**config.mk**
```make
export PLATFORM = sky130hd
export DESIGN_NAME = icache_top
export DESIGN_NICKNAME = d
export VERILOG_FILES = /design/src/logic/icache_pkg.sv /design/src/logic/icache_addr_decode.sv /design/src/logic/icache_lookup.sv /design/src/logic/icache_refill.sv /design/src/logic/icache_respond.sv /design/src/logic/icache_top.sv
export VERILOG_INCLUDE_DIRS = /design/src /design/src/logic
export SDC_FILE = /design/constraint.sdc
export NUM_CORES = 1
export LEC_CHECK = 0
export BUFFER_PORTS_ARGS = -buffer_cell sky130_fd_sc_hd__buf_2
export CAP_MARGIN = 10
export CORE_MARGIN = 1.5
export CORE_UTILIZATION = 40
export CTS_BUF_LIST = sky130_fd_sc_hd__clkbuf_4 sky130_fd_sc_hd__clkbuf_8 sky130_fd_sc_hd__clkbuf_16
export CTS_CLUSTER_SIZE = 28
export DETAILED_ROUTE_END_ITERATION = 16
export GPL_TIMING_DRIVEN = 0
export HOLD_SLACK_MARGIN = 0.1
export PLACE_DENSITY = 0.65
export SLEW_MARGIN = 0
export SYNTH_ARGS = -nofsm -noshare
export SYNTH_HDL_FRONTEND = slang
export SYNTH_HIERARCHICAL = 1
export SYNTH_SLANG_ARGS = --single-unit
```
**constraint.sdc**
```tcl
create_clock -name clk -period 6 [get_ports clk]
set_input_delay 0.3 -clock clk [delete_from_list [all_inputs] [get_ports clk]]
set_output_delay 0.3 -clock clk [all_outputs]
set_load 0.1 [all_outputs]
```
**src/logic/icache_consts.svh**
```systemverilog
`ifndef ICACHE_CONSTS_SVH
`define ICACHE_CONSTS_SVH

// direct-mapped geometry, one word per line
`define ICACHE_LINES 16
`define ICACHE_INDEX_BITS 4
`define ICACHE_TAG_BITS 26

// width of a fetched word and of a byte address
`define ICACHE_WORD_BITS 32

`endif

```
**src/logic/icache_pkg.sv**
```systemverilog
`include "icache_consts.svh"

package icache_pkg;

    // byte address split for lookup
    typedef struct packed {
        logic [`ICACHE_TAG_BITS-1:0]   tag;
        logic [`ICACHE_INDEX_BITS-1:0] index;
        logic [1:0]                    offset;
    } icache_fields_t;

    // same word, seen raw for the memory side or split for the arrays
    typedef union packed {
        logic [`ICACHE_WORD_BITS-1:0] raw;
        icache_fields_t               fields;
    } icache_addr_t;

    typedef enum logic [1:0] {
        idle,
        compare,
        refill,
        reply
    } lookup_state_t;

endpackage

```
**src/logic/icache_addr_decode.sv**
```systemverilog
module icache_addr_decode
    import icache_pkg::*;
(
    input  logic         clk,
    input  logic         rst,
    input  logic         cpu_req,
    input  logic [31:0]  cpu_addr,
    input  logic         reply_done,
    output logic         addr_valid,
    output icache_addr_t addr
);

    logic busy;
    logic capture;

    // first sight of a request once the previous one has fully retired
    assign capture = cpu_req && (!busy || reply_done);

    always_ff @(posedge clk)
    begin
        if (rst)
        begin
            busy       <= 1'b0;
            addr_valid <= 1'b0;
        end
        else
        begin
            addr_valid <= 1'b0;
            if (capture)
            begin
                busy       <= 1'b1;
                addr_valid <= 1'b1;
            end
            else if (reply_done)
            begin
                busy <= 1'b0;
            end
        end
    end

    // held until reply_done so lookup and refill see a stable word
    always_ff @(posedge clk)
    begin
        if (capture)
        begin
            addr.raw <= cpu_addr;
        end
    end

endmodule

```
**src/logic/icache_lookup.sv**
```systemverilog
`include "icache_consts.svh"

module icache_lookup
    import icache_pkg::*;
(
    input  logic                         clk,
    input  logic                         rst,
    input  logic                         flush,
    input  logic                         addr_valid,
    input  icache_addr_t                 addr,
    output logic                         refill_start,
    output logic [`ICACHE_WORD_BITS-1:0] refill_addr,
    input  logic                         refill_done,
    input  logic [`ICACHE_WORD_BITS-1:0] refill_data,
    output logic                         reply_start,
    output logic [`ICACHE_WORD_BITS-1:0] reply_data
);

    lookup_state_t state;

    logic [`ICACHE_LINES-1:0]     valid;
    logic [`ICACHE_TAG_BITS-1:0]  tag_mem [`ICACHE_LINES];
    logic [`ICACHE_WORD_BITS-1:0] data_mem [`ICACHE_LINES];

    logic hit;
    logic flush_pend;
    logic filled;
    logic fill_write;

    assign hit = valid[addr.fields.index] && (tag_mem[addr.fields.index] == addr.fields.tag);

    assign fill_write = (state == refill) && refill_done;

    // memory side always reads a word-aligned address
    assign refill_addr  = {addr.raw[`ICACHE_WORD_BITS-1:2], 2'b00};
    assign refill_start = (state == compare) && !hit;

    // hit answers straight from compare, a miss answers once the line is written
    assign reply_start = ((state == compare) && hit) || ((state == reply) && filled);
    assign reply_data  = data_mem[addr.fields.index];

    always_ff @(posedge clk)
    begin
        if (rst)
        begin
            state      <= idle;
            valid      <= '0;
            flush_pend <= 1'b0;
            filled     <= 1'b0;
        end
        else
        begin
            filled <= 1'b0;
            case (state)
                idle:
                begin
                    if (flush || flush_pend)
                    begin
                        valid      <= '0;
                        flush_pend <= 1'b0;
                    end
                    if (addr_valid)
                    begin
                        state <= compare;
                    end
                end
                compare:
                begin
                    state <= hit ? reply : refill;
                end
                refill:
                begin
                    if (refill_done)
                    begin
                        valid[addr.fields.index] <= 1'b1;
                        filled                   <= 1'b1;
                        state                    <= reply;
                    end
                end
                default:
                begin
                    state <= idle;
                end
            endcase

            // flush seen mid-transaction is held for idle
            if (flush && (state != idle))
            begin
                flush_pend <= 1'b1;
            end
        end
    end

    always_ff @(posedge clk)
    begin
        if (fill_write)
        begin
            tag_mem[addr.fields.index]  <= addr.fields.tag;
            data_mem[addr.fields.index] <= refill_data;
        end
    end

endmodule

```
**src/logic/icache_refill.sv**
```systemverilog
`include "icache_consts.svh"

module icache_refill (
    input  logic                         clk,
    input  logic                         rst,
    input  logic                         refill_start,
    input  logic [`ICACHE_WORD_BITS-1:0] refill_addr,
    output logic                         refill_done,
    output logic [`ICACHE_WORD_BITS-1:0] refill_data,
    output logic                         mem_req,
    output logic [`ICACHE_WORD_BITS-1:0] mem_addr,
    input  logic                         mem_ack,
    input  logic [`ICACHE_WORD_BITS-1:0] mem_data
);

    logic wait_low;
    logic launch;
    logic take;

    // no memory transaction in flight
    assign launch = refill_start && !mem_req && !wait_low;

    // first cycle ack is seen with the request still up
    assign take = mem_req && mem_ack;

    always_ff @(posedge clk)
    begin
        if (rst)
        begin
            mem_req     <= 1'b0;
            wait_low    <= 1'b0;
            refill_done <= 1'b0;
        end
        else
        begin
            refill_done <= 1'b0;
            if (launch)
            begin
                mem_req <= 1'b1;
            end
            else if (take)
            begin
                mem_req  <= 1'b0;
                wait_low <= 1'b1;
            end
            else if (wait_low && !mem_ack)
            begin
                // memory has released, handshake back to idle
                wait_low    <= 1'b0;
                refill_done <= 1'b1;
            end
        end
    end

    always_ff @(posedge clk)
    begin
        if (launch)
        begin
            mem_addr <= refill_addr;
        end
        if (take)
        begin
            refill_data <= mem_data;
        end
    end

endmodule

```
**src/logic/icache_respond.sv**
```systemverilog
module icache_respond (
    input  logic        clk,
    input  logic        rst,
    input  logic        reply_start,
    input  logic [31:0] reply_data,
    input  logic        cpu_req,
    output logic        cpu_ack,
    output logic [31:0] cpu_data,
    output logic        reply_done
);

    logic release_ack;

    // fetch unit has dropped its request
    assign release_ack = cpu_ack && !cpu_req;

    always_ff @(posedge clk)
    begin
        if (rst)
        begin
            cpu_ack    <= 1'b0;
            reply_done <= 1'b0;
        end
        else
        begin
            reply_done <= 1'b0;
            if (reply_start)
            begin
                cpu_ack <= 1'b1;
            end
            else if (release_ack)
            begin
                cpu_ack    <= 1'b0;
                reply_done <= 1'b1;
            end
        end
    end

    // word stays put for as long as ack is high
    always_ff @(posedge clk)
    begin
        if (reply_start)
        begin
            cpu_data <= reply_data;
        end
    end

endmodule

```
**src/logic/icache_top.sv**
```systemverilog
`include "icache_consts.svh"

module icache_top
    import icache_pkg::*;
(
    input  logic                         clk,
    input  logic                         rst,
    input  logic                         flush,
    input  logic                         cpu_req,
    input  logic [`ICACHE_WORD_BITS-1:0] cpu_addr,
    output logic                         cpu_ack,
    output logic [`ICACHE_WORD_BITS-1:0] cpu_data,
    output logic                         mem_req,
    output logic [`ICACHE_WORD_BITS-1:0] mem_addr,
    input  logic                         mem_ack,
    input  logic [`ICACHE_WORD_BITS-1:0] mem_data
);

    logic                         addr_valid;
    icache_addr_t                 addr;
    logic                         refill_start;
    logic [`ICACHE_WORD_BITS-1:0] refill_addr;
    logic                         refill_done;
    logic [`ICACHE_WORD_BITS-1:0] refill_data;
    logic                         reply_start;
    logic [`ICACHE_WORD_BITS-1:0] reply_data;
    logic                         reply_done;

    icache_addr_decode u_decode (
        .clk        (clk),
        .rst        (rst),
        .cpu_req    (cpu_req),
        .cpu_addr   (cpu_addr),
        .reply_done (reply_done),
        .addr_valid (addr_valid),
        .addr       (addr)
    );

    icache_lookup u_lookup (
        .clk          (clk),
        .rst          (rst),
        .flush        (flush),
        .addr_valid   (addr_valid),
        .addr         (addr),
        .refill_start (refill_start),
        .refill_addr  (refill_addr),
        .refill_done  (refill_done),
        .refill_data  (refill_data),
        .reply_start  (reply_start),
        .reply_data   (reply_data)
    );

    // memory side transaction for misses
    icache_refill u_refill (
        .clk          (clk),
        .rst          (rst),
        .refill_start (refill_start),
        .refill_addr  (refill_addr),
        .refill_done  (refill_done),
        .refill_data  (refill_data),
        .mem_req      (mem_req),
        .mem_addr     (mem_addr),
        .mem_ack      (mem_ack),
        .mem_data     (mem_data)
    );

    icache_respond u_respond (
        .clk         (clk),
        .rst         (rst),
        .reply_start (reply_start),
        .reply_data  (reply_data),
        .cpu_req     (cpu_req),
        .cpu_ack     (cpu_ack),
        .cpu_data    (cpu_data),
        .reply_done  (reply_done)
    );

endmodule

```
; ---- Word level (Yosys, flattened, before mapping)
; Memory sizes are Yosys's and may differ from the RTL's. A register that Yosys moved wholly into a read port is not among the register bits.
; Cells that the tools add are included.
[op_classes]
n_lt_le_gt_ge = 2
n_eq_ne = 7
mux = 29
bitwise = 3
n_reduce_logical = 38
[op_table]
columns = op, count
row1 = $mux 16, 2
row2 = $pmux 16 s2, 1
row3 = $eq 26x26->1, 1
row4 = $mux 1, 20
row5 = $or 16x16->16, 1
row6 = $reduce_bool 2->1, 8
row7 = $logic_and 1x1->1, 13
row8 = $logic_not 1->1, 6
row9 = $pmux 2 s3, 1
row10 = $reduce_and 2->1, 3
row11 = $lt 4x5->1 const B, 1
row12 = $bmux 1 s4, 1
row13 = $demux 1 s4, 1
row14 = $eq 2x2->1 const B, 2
row15 = $ge 4x1->1 const B, 1
row16 = $mux 2, 2
row17 = $mux 4, 1
row18 = $ne 2x1->1 const B, 2
row19 = $reduce_or 2->1, 2
row20 = $logic_or 1x1->1, 3
row21 = $reduce_and 3->1, 1
row22 = $reduce_or 3->1, 1
row23 = $eq 2x1->1 const B, 1
row24 = $logic_not 2->1, 1
row25 = 2 further kinds, 3
[word_totals]
register_bits = 121
mem_bits_rw = 928
out_inout_bits = 66
elab_cells = 95
n_memories = 2
[mem_list]
columns = name, depth, width, read_ports, rd_clocked_by_memory_dff, wr, line
row1 = u_lookup.data_mem, 16, 32, 1, 1, 1, icache_lookup.sv:23  ; logic [`ICACHE_WORD_BITS-1:0] data_mem [`ICACHE_LINES];
row2 = u_lookup.tag_mem, 16, 26, 1, 1, 1, icache_lookup.sv:22  ; logic [`ICACHE_TAG_BITS-1:0] tag_mem [`ICACHE_LINES];

; ---- Logic depth before layout (Yosys ltp)
; Gate-level depths: netlist (run 1).
[logic_depth]
depth_word = 9
mapped_depth = 14
mapped_depth_nobuf = 10

; ---- By module
; The synthesis (run 1) kept the hierarchy.
[modules_own_cells]
columns = mod, n_inst, cells_each, area_each_um2, seq_area_each_um2
row1 = icache_lookup, 1, 1637, 36814.1, 28267.1
row2 = icache_refill, 1, 74, 2035.7, 1981.9
row3 = icache_addr_decode, 1, 39, 1042.2, 1001.0
row4 = icache_respond, 1, 37, 1024.7, 1001.0

; ---- Least setup slack after synthesis (run 1)
; Ideal clock, no wire load.
[synth_timing]
path_kind = reg2reg
from = register u_decode/addr[3] (netlist name)
to = memory u_lookup/data_mem[5][0] (netlist name) (enable)
arrival_time_ns = 4.444
t_required_ns = 5.526
setup_slack_ns = 1.082
path_stages_with_launch = 11
path_buffers = 7
cell_sequence = edfxtp_1 buf_6 buf_6 buf_6 buf_6 buf_6 clkbuf_1 clkbuf_1 nor2_1 nand3_1 nor2_1
[synth_lines]
columns = element, line
row1 = "start, declared", icache_addr_decode.sv:10  ; output icache_addr_t addr
row2 = "end, declared", icache_lookup.sv:23
; Straight into the memory's write port.

; ---- Worst setup path in the final report (run 1)
[layout_timing]
from = register u_decode/addr[2] (netlist name)
to = register u_respond.reply_done
[layout_via]
elab_chain_len = 6
[layout_lines]
columns = element, line
row1 = $bmux 1 s4, icache_lookup.sv:30  ; assign hit = valid[addr.fields.index] && (tag_mem[addr.fields.index] == addr.fields.tag);
row2 = $mux 1 (not written as such), icache_lookup.sv:30
row3 = $logic_and 1x1->1, icache_lookup.sv:30
row4 = $logic_and 1x1->1, icache_lookup.sv:39  ; assign reply_start = ((state == compare) && hit) || ((state == reply) && filled);
row5 = $logic_or 1x1->1, icache_lookup.sv:39
row6 = named net reply_start, icache_top.sv:25  ; logic reply_start;
row7 = $reduce_or 2->1 (no line), --
row8 = "end signal, assigned", icache_respond.sv:22  ; reply_done <= 1'b0;
row9 = "end signal, assigned", icache_respond.sv:26  ; reply_done <= 1'b0;
row10 = "end signal, assigned", icache_respond.sv:34  ; reply_done <= 1'b1;
row11 = "end, declared", icache_respond.sv:9  ; output logic reply_done
; The timed path passes the listed nets, and every way through them passes these cells. The select of a mux whose other input is x is not followed.
; A chain may end at the register's enable or synchronous reset.

==> impl_metrics.sql, run 1 <==
INSERT INTO impl_metrics (metric_group, metric, value, unit) VALUES
('place', 'place_hpwl', '60500', 'µm'),
('drt', 'remaining_drc_errors', '0', ''),
('drt', 'route.detailed.vias_per_inst', '5.51', ''),
('synthesis', 'mappedNetlistArea', '40900', 'µm²'),
('die', 'die_height', '323', 'µm'),
('clock_network', 'cts-root-to-sink-buffers', '3', ''),
('finish', 'final_area', '48800', 'µm²'),
('setup_path', 'setup.worst_path.class', 'flip-flop to flip-flop', ''),
('grt', 'vias_in_the_first_global_route', '20600', ''),
('die', 'initial_core_util', '40.2', '%'),
('sta', 'report.final.hold_viol_count', '0', ''),
('clock_network', 'htree_levels', '3', ''),
('sta', 'timing.fmax', '180', 'MHz'),
('setup_path', 'worst_setup_path_end_kind', 'flip-flop', ''),
('pwr', 'power_density_cells', '341', 'nW/µm²'),
('setup_path', 'worstSetupEndpoint', 'u_respond/reply_done$_SDFF_PP0_', ''),
('outcome', 'status', 'finished, final reports clean', ''),
('flow_run', 'max_cap_viol_count', '0', ''),
('clock_network', 'cts.clk_slew.worst_paths', '0.06', 'ns'),
('setup_path', 'critical_path_required', '6.57', 'ns'),
('place', 'final_weighted_congestion_of_routability_driven_global_placement', '0.840', ''),
('place', 'numPortBuffers', '132', ''),
('clock_network', 'clockRootBuffer', 'sky130_fd_sc_hd__clkbuf_16', ''),
('drt', 'postRouteAntennaNets', '0', ''),
('grt', 'largest_net_degree_at_the_start_of_global_routing', '29', ''),
('sta', 'final-setup-viol-count', '0', ''),
('sta', 'timing.slew.headroom', '20.7', '%'),
('setup_path', 'arrival', '6.13', 'ns'),
('setup_path', 'critPathLaunch', 'u_decode/addr[2]$_DFFE_PP_', ''),
('drt', 'drt-initial-drc-count', '2084', ''),
('drt', 'detailedRoute.firstPassIterationCount', '5', ''),
('clock_network', 'cts.repair.resized', '0', ''),
('sta', 'worst_pin_slew', '1.19', 'ns'),
('setup_path', 'critical_path.startpoint_type', 'flip-flop', ''),
('finish', 'final_layout_size_suffix_gt1_share', '32.7', '%'),
('setup_path', 'timing.rr.end', 'u_respond/reply_done$_SDFF_PP0_', ''),
('finish', 'layout.nets', '2221', ''),
('die', 'io-pin-count', '135', ''),
('die', 'core_area', '102000', 'µm²'),
('clock_network', 'tritoncts.num_buffers', '110', ''),
('min_path', 'holdCritPathClass', 'primary input to flip-flop', ''),
('sta', 'fin_crit', '5.57', 'ns'),
('clock_network', 'cts_tree', 'built', ''),
('place', 'dpl-instance-area', '44400', 'µm²'),
('pwr', 'leakagePower', '15.7', 'nW'),
('clock_network', 'clk-insertion-delay-late', '0.70', 'ns'),
('pwr', 'vdd_ir_drop_max', '0.270', 'mV'),
('setup_path', 'rr_worst_depth', '13', ''),
('sta', 'final_max_slew_viols', '0', ''),
('clock_network', 'tritoncts_num_sinks', '1081', ''),
('setup_path', 'crit-reg2reg-launch', 'u_decode/addr[2]$_DFFE_PP_', ''),
('sta', 'post_route_fraction_of_the_period_consumed_by_the_critical_path', '92.8', '%'),
('drt', 'routed_wire_length_per_instance', '27.0', 'µm'),
('finish', 'flow.area_growth_from_synthesis', '19.4', '%'),
('sta', 'grt_setup_unrepaired', 'no', ''),
('grt', 'grt_first_pass_wirelength', '140000', 'µm'),
('synthesis', 'synthesis.yosys.warnings', '6', ''),
('grt', 'grt.total_usage', '18.8', '%'),
('pwr', 'totalPowerFinal', '0.0166', 'W'),
('drt', 'drt_wl_total', '97300', 'µm'),
('die', 'core.rowCount', '117', ''),
('sta', 'worst_clock_skew', '0.0268', 'ns'),
('drt', 'num_vias', '19900', ''),
('die', 'die_area', '104000', 'µm²'),
('die', 'die_width', '323', 'µm'),
('setup_path', 'setup.reg_to_reg.worst_slack', '0.43', 'ns'),
('synthesis', 'postSynthAreaPerCell', '22.9', 'µm²'),
('finish', 'nFillCells', '8296', ''),
('grt', 'antenna_found_initial', '1', ''),
('grt', 'grt-ovfl-total', '0', ''),
('setup_path', 'critical_path_peak_fanout', '24', ''),
('synthesis', 'syn-instance-count', '1785', '');
[cell usage in the layout (no fill, tap or decap), types with 14 or more instances in the layout]
cell type	count
sky130_fd_sc_hd__buf_12	34
sky130_fd_sc_hd__edfxtp_1	1054
sky130_fd_sc_hd__buf_2	165
sky130_fd_sc_hd__nor2_4	16
sky130_fd_sc_hd__clkinv_1	18
sky130_fd_sc_hd__clkbuf_4	22
sky130_fd_sc_hd__clkbuf_16	110
sky130_fd_sc_hd__buf_16	14
sky130_fd_sc_hd__a21oi_1	23
sky130_fd_sc_hd__nand2_1	21
sky130_fd_sc_hd__dfxtp_1	27
sky130_fd_sc_hd__mux2i_1	49
sky130_fd_sc_hd__clkbuf_1	30
sky130_fd_sc_hd__mux4_2	255
sky130_fd_sc_hd__dlygate4sd3_1	68
sky130_fd_sc_hd__clkinv_2	21
sky130_fd_sc_hd__inv_1	14
sky130_fd_sc_hd__a22oi_1	14
sky130_fd_sc_hd__xnor2_1	19
sky130_fd_sc_hd__buf_4	35
sky130_fd_sc_hd__nor2_1	41
[state kept, by name, indices dropped and copies added (netlist names)]
signal and cells:
u_lookup/data_mem 512, u_lookup/tag_mem 416, u_refill/mem_addr 32, u_refill/refill_data 32, u_respond/cpu_data 32, u_decode/addr 30, u_lookup/valid 16, u_lookup/state 2
u_decode/addr_valid 1, u_decode/busy 1, u_lookup/filled 1, u_lookup/flush_pend 1, u_refill/mem_req 1, u_refill/refill_done 1, u_refill/wait_low 1, u_respond/cpu_ack 1
u_respond/reply_done 1
[through the flow]
step	cells	setup TNS, ns	hold slack [ns]	setup slack, ns	util [%]
after CTS	3607	0	0.271	0.541	48.0
after global routing	3607	0	0.293	0.360	48.0
after floorplan	1786	0	0.369	1.08	-
final	3608	0	0.321	0.435	48.0
after global placement	3286	-2363.36	0.442	-3.35	42.6
after detailed placement	3335	0	0.462	0.923	43.7
[per-layer routing]
layer  track usage [%]  up-vias  routed length [µm]
met5                 0        -                   7
met4              6.32        2                3100
met3              3.37      212                6740
met2              32.1      905               49300
met1              24.5    10600               38200
li1                  -     8220                   -
[timing repair]
item,CTS,global route
setup buffers,0,0
endpoints found under the hold margin,74,0
setup endpoints to repair,0,0
hold buffers,68,0
[power breakdown]
part           switching, W  internal (W)
clock               0.00287       0.00396
sequential         0.000151       0.00845
combinational      0.000803      0.000386
[layout make-up]
cell class / count / area [µm²] / share of cell area [%]
well taps: 1368 / 1710 / 3.51
diodes: 1 / 2.50 / 0.00513
clock buffers: 132 / 2920 / 5.98
plain buffers: 109 / 657 / 1.35
multi-input cells: 579 / 8080 / 16.6
clock inverters: 72 / 728 / 1.49
flip-flops and latches: 1081 / 32200 / 66.0
repair buffers: 249 / 2420 / 4.97
inverters: 17 / 63.8 / 0.131
[worst max-delay path, stage by stage (launching register included)]
cell	delay [ns]
sky130_fd_sc_hd__edfxtp_1	0.46
sky130_fd_sc_hd__buf_2	0.30
sky130_fd_sc_hd__inv_2	0.19
sky130_fd_sc_hd__clkbuf_1	0.85
sky130_fd_sc_hd__mux2i_1	0.32
sky130_fd_sc_hd__xor2_1	0.27
sky130_fd_sc_hd__o221ai_1	0.28
sky130_fd_sc_hd__nor4_1	0.52
sky130_fd_sc_hd__a31oi_1	0.21
sky130_fd_sc_hd__nor4_4	0.50
sky130_fd_sc_hd__a41o_2	0.56
sky130_fd_sc_hd__buf_12	0.29
sky130_fd_sc_hd__nor4b_2	0.08
sky130_fd_sc_hd__dlygate4sd3_1	0.58
[worst min path at each step]
stage,cells past startpoint,startpoint,slack [ns],to
floorplan,1,rst,0.37,u_decode/busy$_SDFFE_PP0P_
global placement,2,u_lookup/valid[3]$_SDFFE_PP0P_,0.44,u_lookup/valid[3]$_SDFFE_PP0P_
detailed placement,2,u_lookup/valid[15]$_SDFFE_PP0P_,0.46,u_lookup/valid[15]$_SDFFE_PP0P_
CTS,2,cpu_addr[8],0.27,u_decode/addr[8]$_DFFE_PP_
global route,2,cpu_addr[25],0.29,u_decode/addr[25]$_DFFE_PP_
finish,2,cpu_addr[8],0.32,u_decode/addr[8]$_DFFE_PP_
(Power assumes the default switching activity.)
==> run 2: changes to the inputs <==
--- a/config.mk
+++ b/config.mk
@@ -11,11 +11,12 @@
 export CORE_MARGIN = 1.5
 export CORE_UTILIZATION = 40
 export CTS_BUF_LIST = sky130_fd_sc_hd__clkbuf_4 sky130_fd_sc_hd__clkbuf_8 sky130_fd_sc_hd__clkbuf_16
-export CTS_CLUSTER_SIZE = 28
+export CTS_CLUSTER_SIZE = 25
 export DETAILED_ROUTE_END_ITERATION = 16
 export GPL_TIMING_DRIVEN = 0
 export HOLD_SLACK_MARGIN = 0.1
 export PLACE_DENSITY = 0.65
+export RECOVER_POWER = 25
 export SLEW_MARGIN = 0
 export SYNTH_ARGS = -nofsm -noshare
 export SYNTH_HDL_FRONTEND = slang
==> impl_metrics.sql, run 2 (synthesized netlist as in run 1, its figures left out) <==
INSERT INTO impl_metrics (metric_group, metric, value, unit) VALUES
('finish', 'nFillCells', '8302', ''),
('sta', 'fin_setup_tns', '0', 'ns'),
('finish', 'largest_reg_flops', '512', ''),
('sta', 'post_route_fraction_of_the_period_consumed_by_the_critical_path', '92.1', '%'),
('flow_run', 'max_cap_viol_count', '0', ''),
('clock_network', 'cts.clk_slew.worst_paths', '0.06', 'ns'),
('grt', 'global_route.usage.met2', '32.1', '%'),
('die', 'die_area', '104000', 'µm²'),
('clock_network', 'cts.repair_timing.setup_buffer_count', '0', ''),
('sta', 'timing.slew.headroom', '20.9', '%'),
('clock_network', 'cts_tree', 'built', ''),
('grt', 'global_routing_usage_on_met1', '24.5', '%'),
('drt', 'remaining_drc_errors', '0', ''),
('pwr', 'power_density_cells', '341', 'nW/µm²'),
('die', 'core.rowCount', '117', ''),
('finish', 'final_cell_mix', '1054 x sky130_fd_sc_hd__edfxtp_1, 255 x sky130_fd_sc_hd__mux4_2, 155 x sky130_fd_sc_hd__buf_2, 110 x sky130_fd_sc_hd__clkbuf_16, 68 x sky130_fd_sc_hd__dlygate4sd3_1', ''),
('pwr', 'vdd_ir_drop_max', '0.269', 'mV'),
('finish', 'final_layout_size_suffix_gt1_share', '32.2', '%'),
('drt', 'drt_wl_total', '97300', 'µm'),
('finish', 'top_regs', 'u_lookup/data_mem x512, u_lookup/tag_mem x416', ''),
('sta', 'final_max_slew_viols', '0', ''),
('setup_path', 'setup.reg_to_reg.worst_slack', '0.47', 'ns'),
('setup_path', 'arrival', '6.10', 'ns'),
('grt', 'largest_net_degree_at_the_start_of_global_routing', '29', ''),
('grt', 'vias_in_the_first_global_route', '20600', ''),
('die', 'die_width', '323', 'µm'),
('grt', 'grt.total_usage', '18.8', '%'),
('place', 'final_weighted_congestion_of_routability_driven_global_placement', '0.840', ''),
('grt', 'grt-ovfl-total', '0', ''),
('drt', 'drt-initial-drc-count', '1988', ''),
('finish', 'layout.nets', '2221', ''),
('drt', 'postRouteAntennaNets', '0', ''),
('grt', 'grt_first_pass_wirelength', '140000', 'µm'),
('sta', 'grt_setup_unrepaired', 'no', ''),
('setup_path', 'crit-reg2reg-launch', 'u_decode/addr[2]$_DFFE_PP_', ''),
('grt', 'grt_most_used_layer', 'met2', ''),
('grt', 'antenna_found_initial', '1', ''),
('sta', 'fin_crit', '5.53', 'ns'),
('finish', 'top_register_by_number_of_flip_flops', 'u_lookup/data_mem', ''),
('clock_network', 'clockRootBuffer', 'sky130_fd_sc_hd__clkbuf_16', ''),
('setup_path', 'rr_worst_depth', '13', ''),
('setup_path', 'worstSetupEndpoint', 'u_respond/reply_done$_SDFF_PP0_', ''),
('drt', 'route.detailed.vias_per_inst', '5.49', ''),
('setup_path', 'critical_path_required', '6.57', 'ns'),
('pwr', 'leakagePower', '15.7', 'nW'),
('die', 'die_height', '323', 'µm'),
('clock_network', 'htree_levels', '3', ''),
('finish', 'flow.area_growth_from_synthesis', '19.3', '%'),
('die', 'core_area', '102000', 'µm²'),
('die', 'io-pin-count', '135', ''),
('place', 'place_hpwl', '60500', 'µm'),
('setup_path', 'critical_path_peak_fanout', '24', ''),
('drt', 'routed_wire_length_per_instance', '27.0', 'µm'),
('clock_network', 'tritoncts_num_sinks', '1081', ''),
('sta', 'timing.fmax', '181', 'MHz'),
('drt', 'detailedRoute.firstPassIterationCount', '5', ''),
('sta', 'final.hold.worst_slack', '0.321', 'ns'),
('finish', 'mostFrequentLayoutCell', 'sky130_fd_sc_hd__edfxtp_1', ''),
('setup_path', 'timing.rr.end', 'u_respond/reply_done$_SDFF_PP0_', ''),
('clock_network', 'tritoncts.num_buffers', '110', ''),
('min_path', 'holdCritPathClass', 'primary input to flip-flop', ''),
('grt', 'grt_util_met3', '3.37', '%'),
('setup_path', 'worst_setup_path_end_kind', 'flip-flop', ''),
('setup_path', 'setup.worst_path.class', 'flip-flop to flip-flop', ''),
('place', 'numPortBuffers', '132', ''),
('drt', 'num_vias', '19800', ''),
('setup_path', 'critPathLaunch', 'u_decode/addr[2]$_DFFE_PP_', ''),
('sta', 'report.final.hold_viol_count', '0', ''),
('setup_path', 'critical_path.startpoint_type', 'flip-flop', ''),
('sta', 'worst_pin_slew', '1.19', 'ns'),
('die', 'initial_core_util', '40.2', '%'),
('pwr', 'totalPowerFinal', '0.0166', 'W'),
('sta', 'final-setup-viol-count', '0', ''),
('clock_network', 'clk-insertion-delay-late', '0.70', 'ns'),
('clock_network', 'cts-root-to-sink-buffers', '3', ''),
('sta', 'worst_clock_skew', '0.0271', 'ns'),
('outcome', 'status', 'finished, final reports clean', '');
==> run 2: cell count changes in the layout (fill, tap and decap cells not counted) <==
cell / delta
sky130_fd_sc_hd__clkbuf_1: +10
sky130_fd_sc_hd__and2_2: -1
sky130_fd_sc_hd__clkbuf_4: +4
sky130_fd_sc_hd__nand2b_4: -1
sky130_fd_sc_hd__buf_2: -10
sky130_fd_sc_hd__nor3b_2: -1
sky130_fd_sc_hd__and2_0: +1
sky130_fd_sc_hd__nor3b_1: +1
sky130_fd_sc_hd__nand2b_1: +1
sky130_fd_sc_hd__buf_4: -4
==> run 2: final cells by class <==
| type | count | area (µm²) | share of cell area (%) |
|---|---|---|---|
| Clock inverter | 72 | 728 | 1.49 |
| Buffer | 109 | 657 | 1.35 |
| Timing Repair Buffer | 249 | 2410 | 4.94 |
| Antenna cell | 1 | 2.50 | 0.00513 |
| Multi-Input combinational cell | 579 | 8070 | 16.5 |
| Sequential cell | 1081 | 32200 | 66.0 |
| Tap cell | 1368 | 1710 | 3.51 |
| Inverter | 17 | 63.8 | 0.131 |
| Clock buffer | 132 | 2920 | 5.99 |
==> run 2: worst max-delay path, cell delays in order (launching register included) <==
cell and delay [ns]:
sky130_fd_sc_hd__edfxtp_1 0.46, sky130_fd_sc_hd__buf_2 0.31, sky130_fd_sc_hd__inv_2 0.19, sky130_fd_sc_hd__clkbuf_1 0.85, sky130_fd_sc_hd__mux2i_1 0.33, sky130_fd_sc_hd__xor2_1 0.26
sky130_fd_sc_hd__o221ai_1 0.28, sky130_fd_sc_hd__nor4_1 0.54, sky130_fd_sc_hd__a31oi_1 0.21, sky130_fd_sc_hd__nor4_4 0.48, sky130_fd_sc_hd__a41o_2 0.56, sky130_fd_sc_hd__buf_12 0.29
sky130_fd_sc_hd__nor4b_2 0.08, sky130_fd_sc_hd__dlygate4sd3_1 0.58
==> run 2: routing by layer <==
layer,wire length (µm),share of wire (%)
met4,2990,3.1
met2,49400,51
met1,38700,40
met3,6280,6.5
met5,7,0.0072
==> run 2: stage by stage <==
step	std cells	cell area, µm²	utilization (%)	worst slack (ns)
6_report	3608	48700	48.0	0.471
5_1_grt	3607	48700	48.0	0.363
3_3_place_gp	3286	43200	42.6	-3.35
4_1_cts	3607	48800	48.0	0.541
2_1_floorplan	1786	40900	-	1.08
3_5_place_dp	3335	44400	43.7	0.923
==> run 2: repair_timing <==
item,CTS,global route
hold buffers,68,0
resized for setup,0,0
hold endpoints to repair,74,0
==> run 2: report_power, final <==
group          internal [W]  leakage, nW  switching (W)  total [W]
Sequential          0.00845         9.71       0.000151    0.00860
Combinational      0.000384         4.17       0.000805    0.00119
Clock               0.00396         1.81        0.00288    0.00684
Total                0.0128         15.7        0.00383     0.0166
==> run 2: worst min path at each step <==
| stage | end | cells past startpoint | slack (ns) | startpoint |
|---|---|---|---|---|
| floorplan | u_decode/busy$_SDFFE_PP0P_ | 1 | 0.37 | rst |
| global placement | u_lookup/valid[3]$_SDFFE_PP0P_ | 2 | 0.44 | u_lookup/valid[3]$_SDFFE_PP0P_ |
| detailed placement | u_lookup/valid[15]$_SDFFE_PP0P_ | 2 | 0.46 | u_lookup/valid[15]$_SDFFE_PP0P_ |
| CTS | u_decode/addr[8]$_DFFE_PP_ | 2 | 0.27 | cpu_addr[8] |
| global route | u_decode/addr[25]$_DFFE_PP_ | 2 | 0.29 | cpu_addr[25] |
| finish | u_decode/addr[8]$_DFFE_PP_ | 2 | 0.32 | cpu_addr[8] |
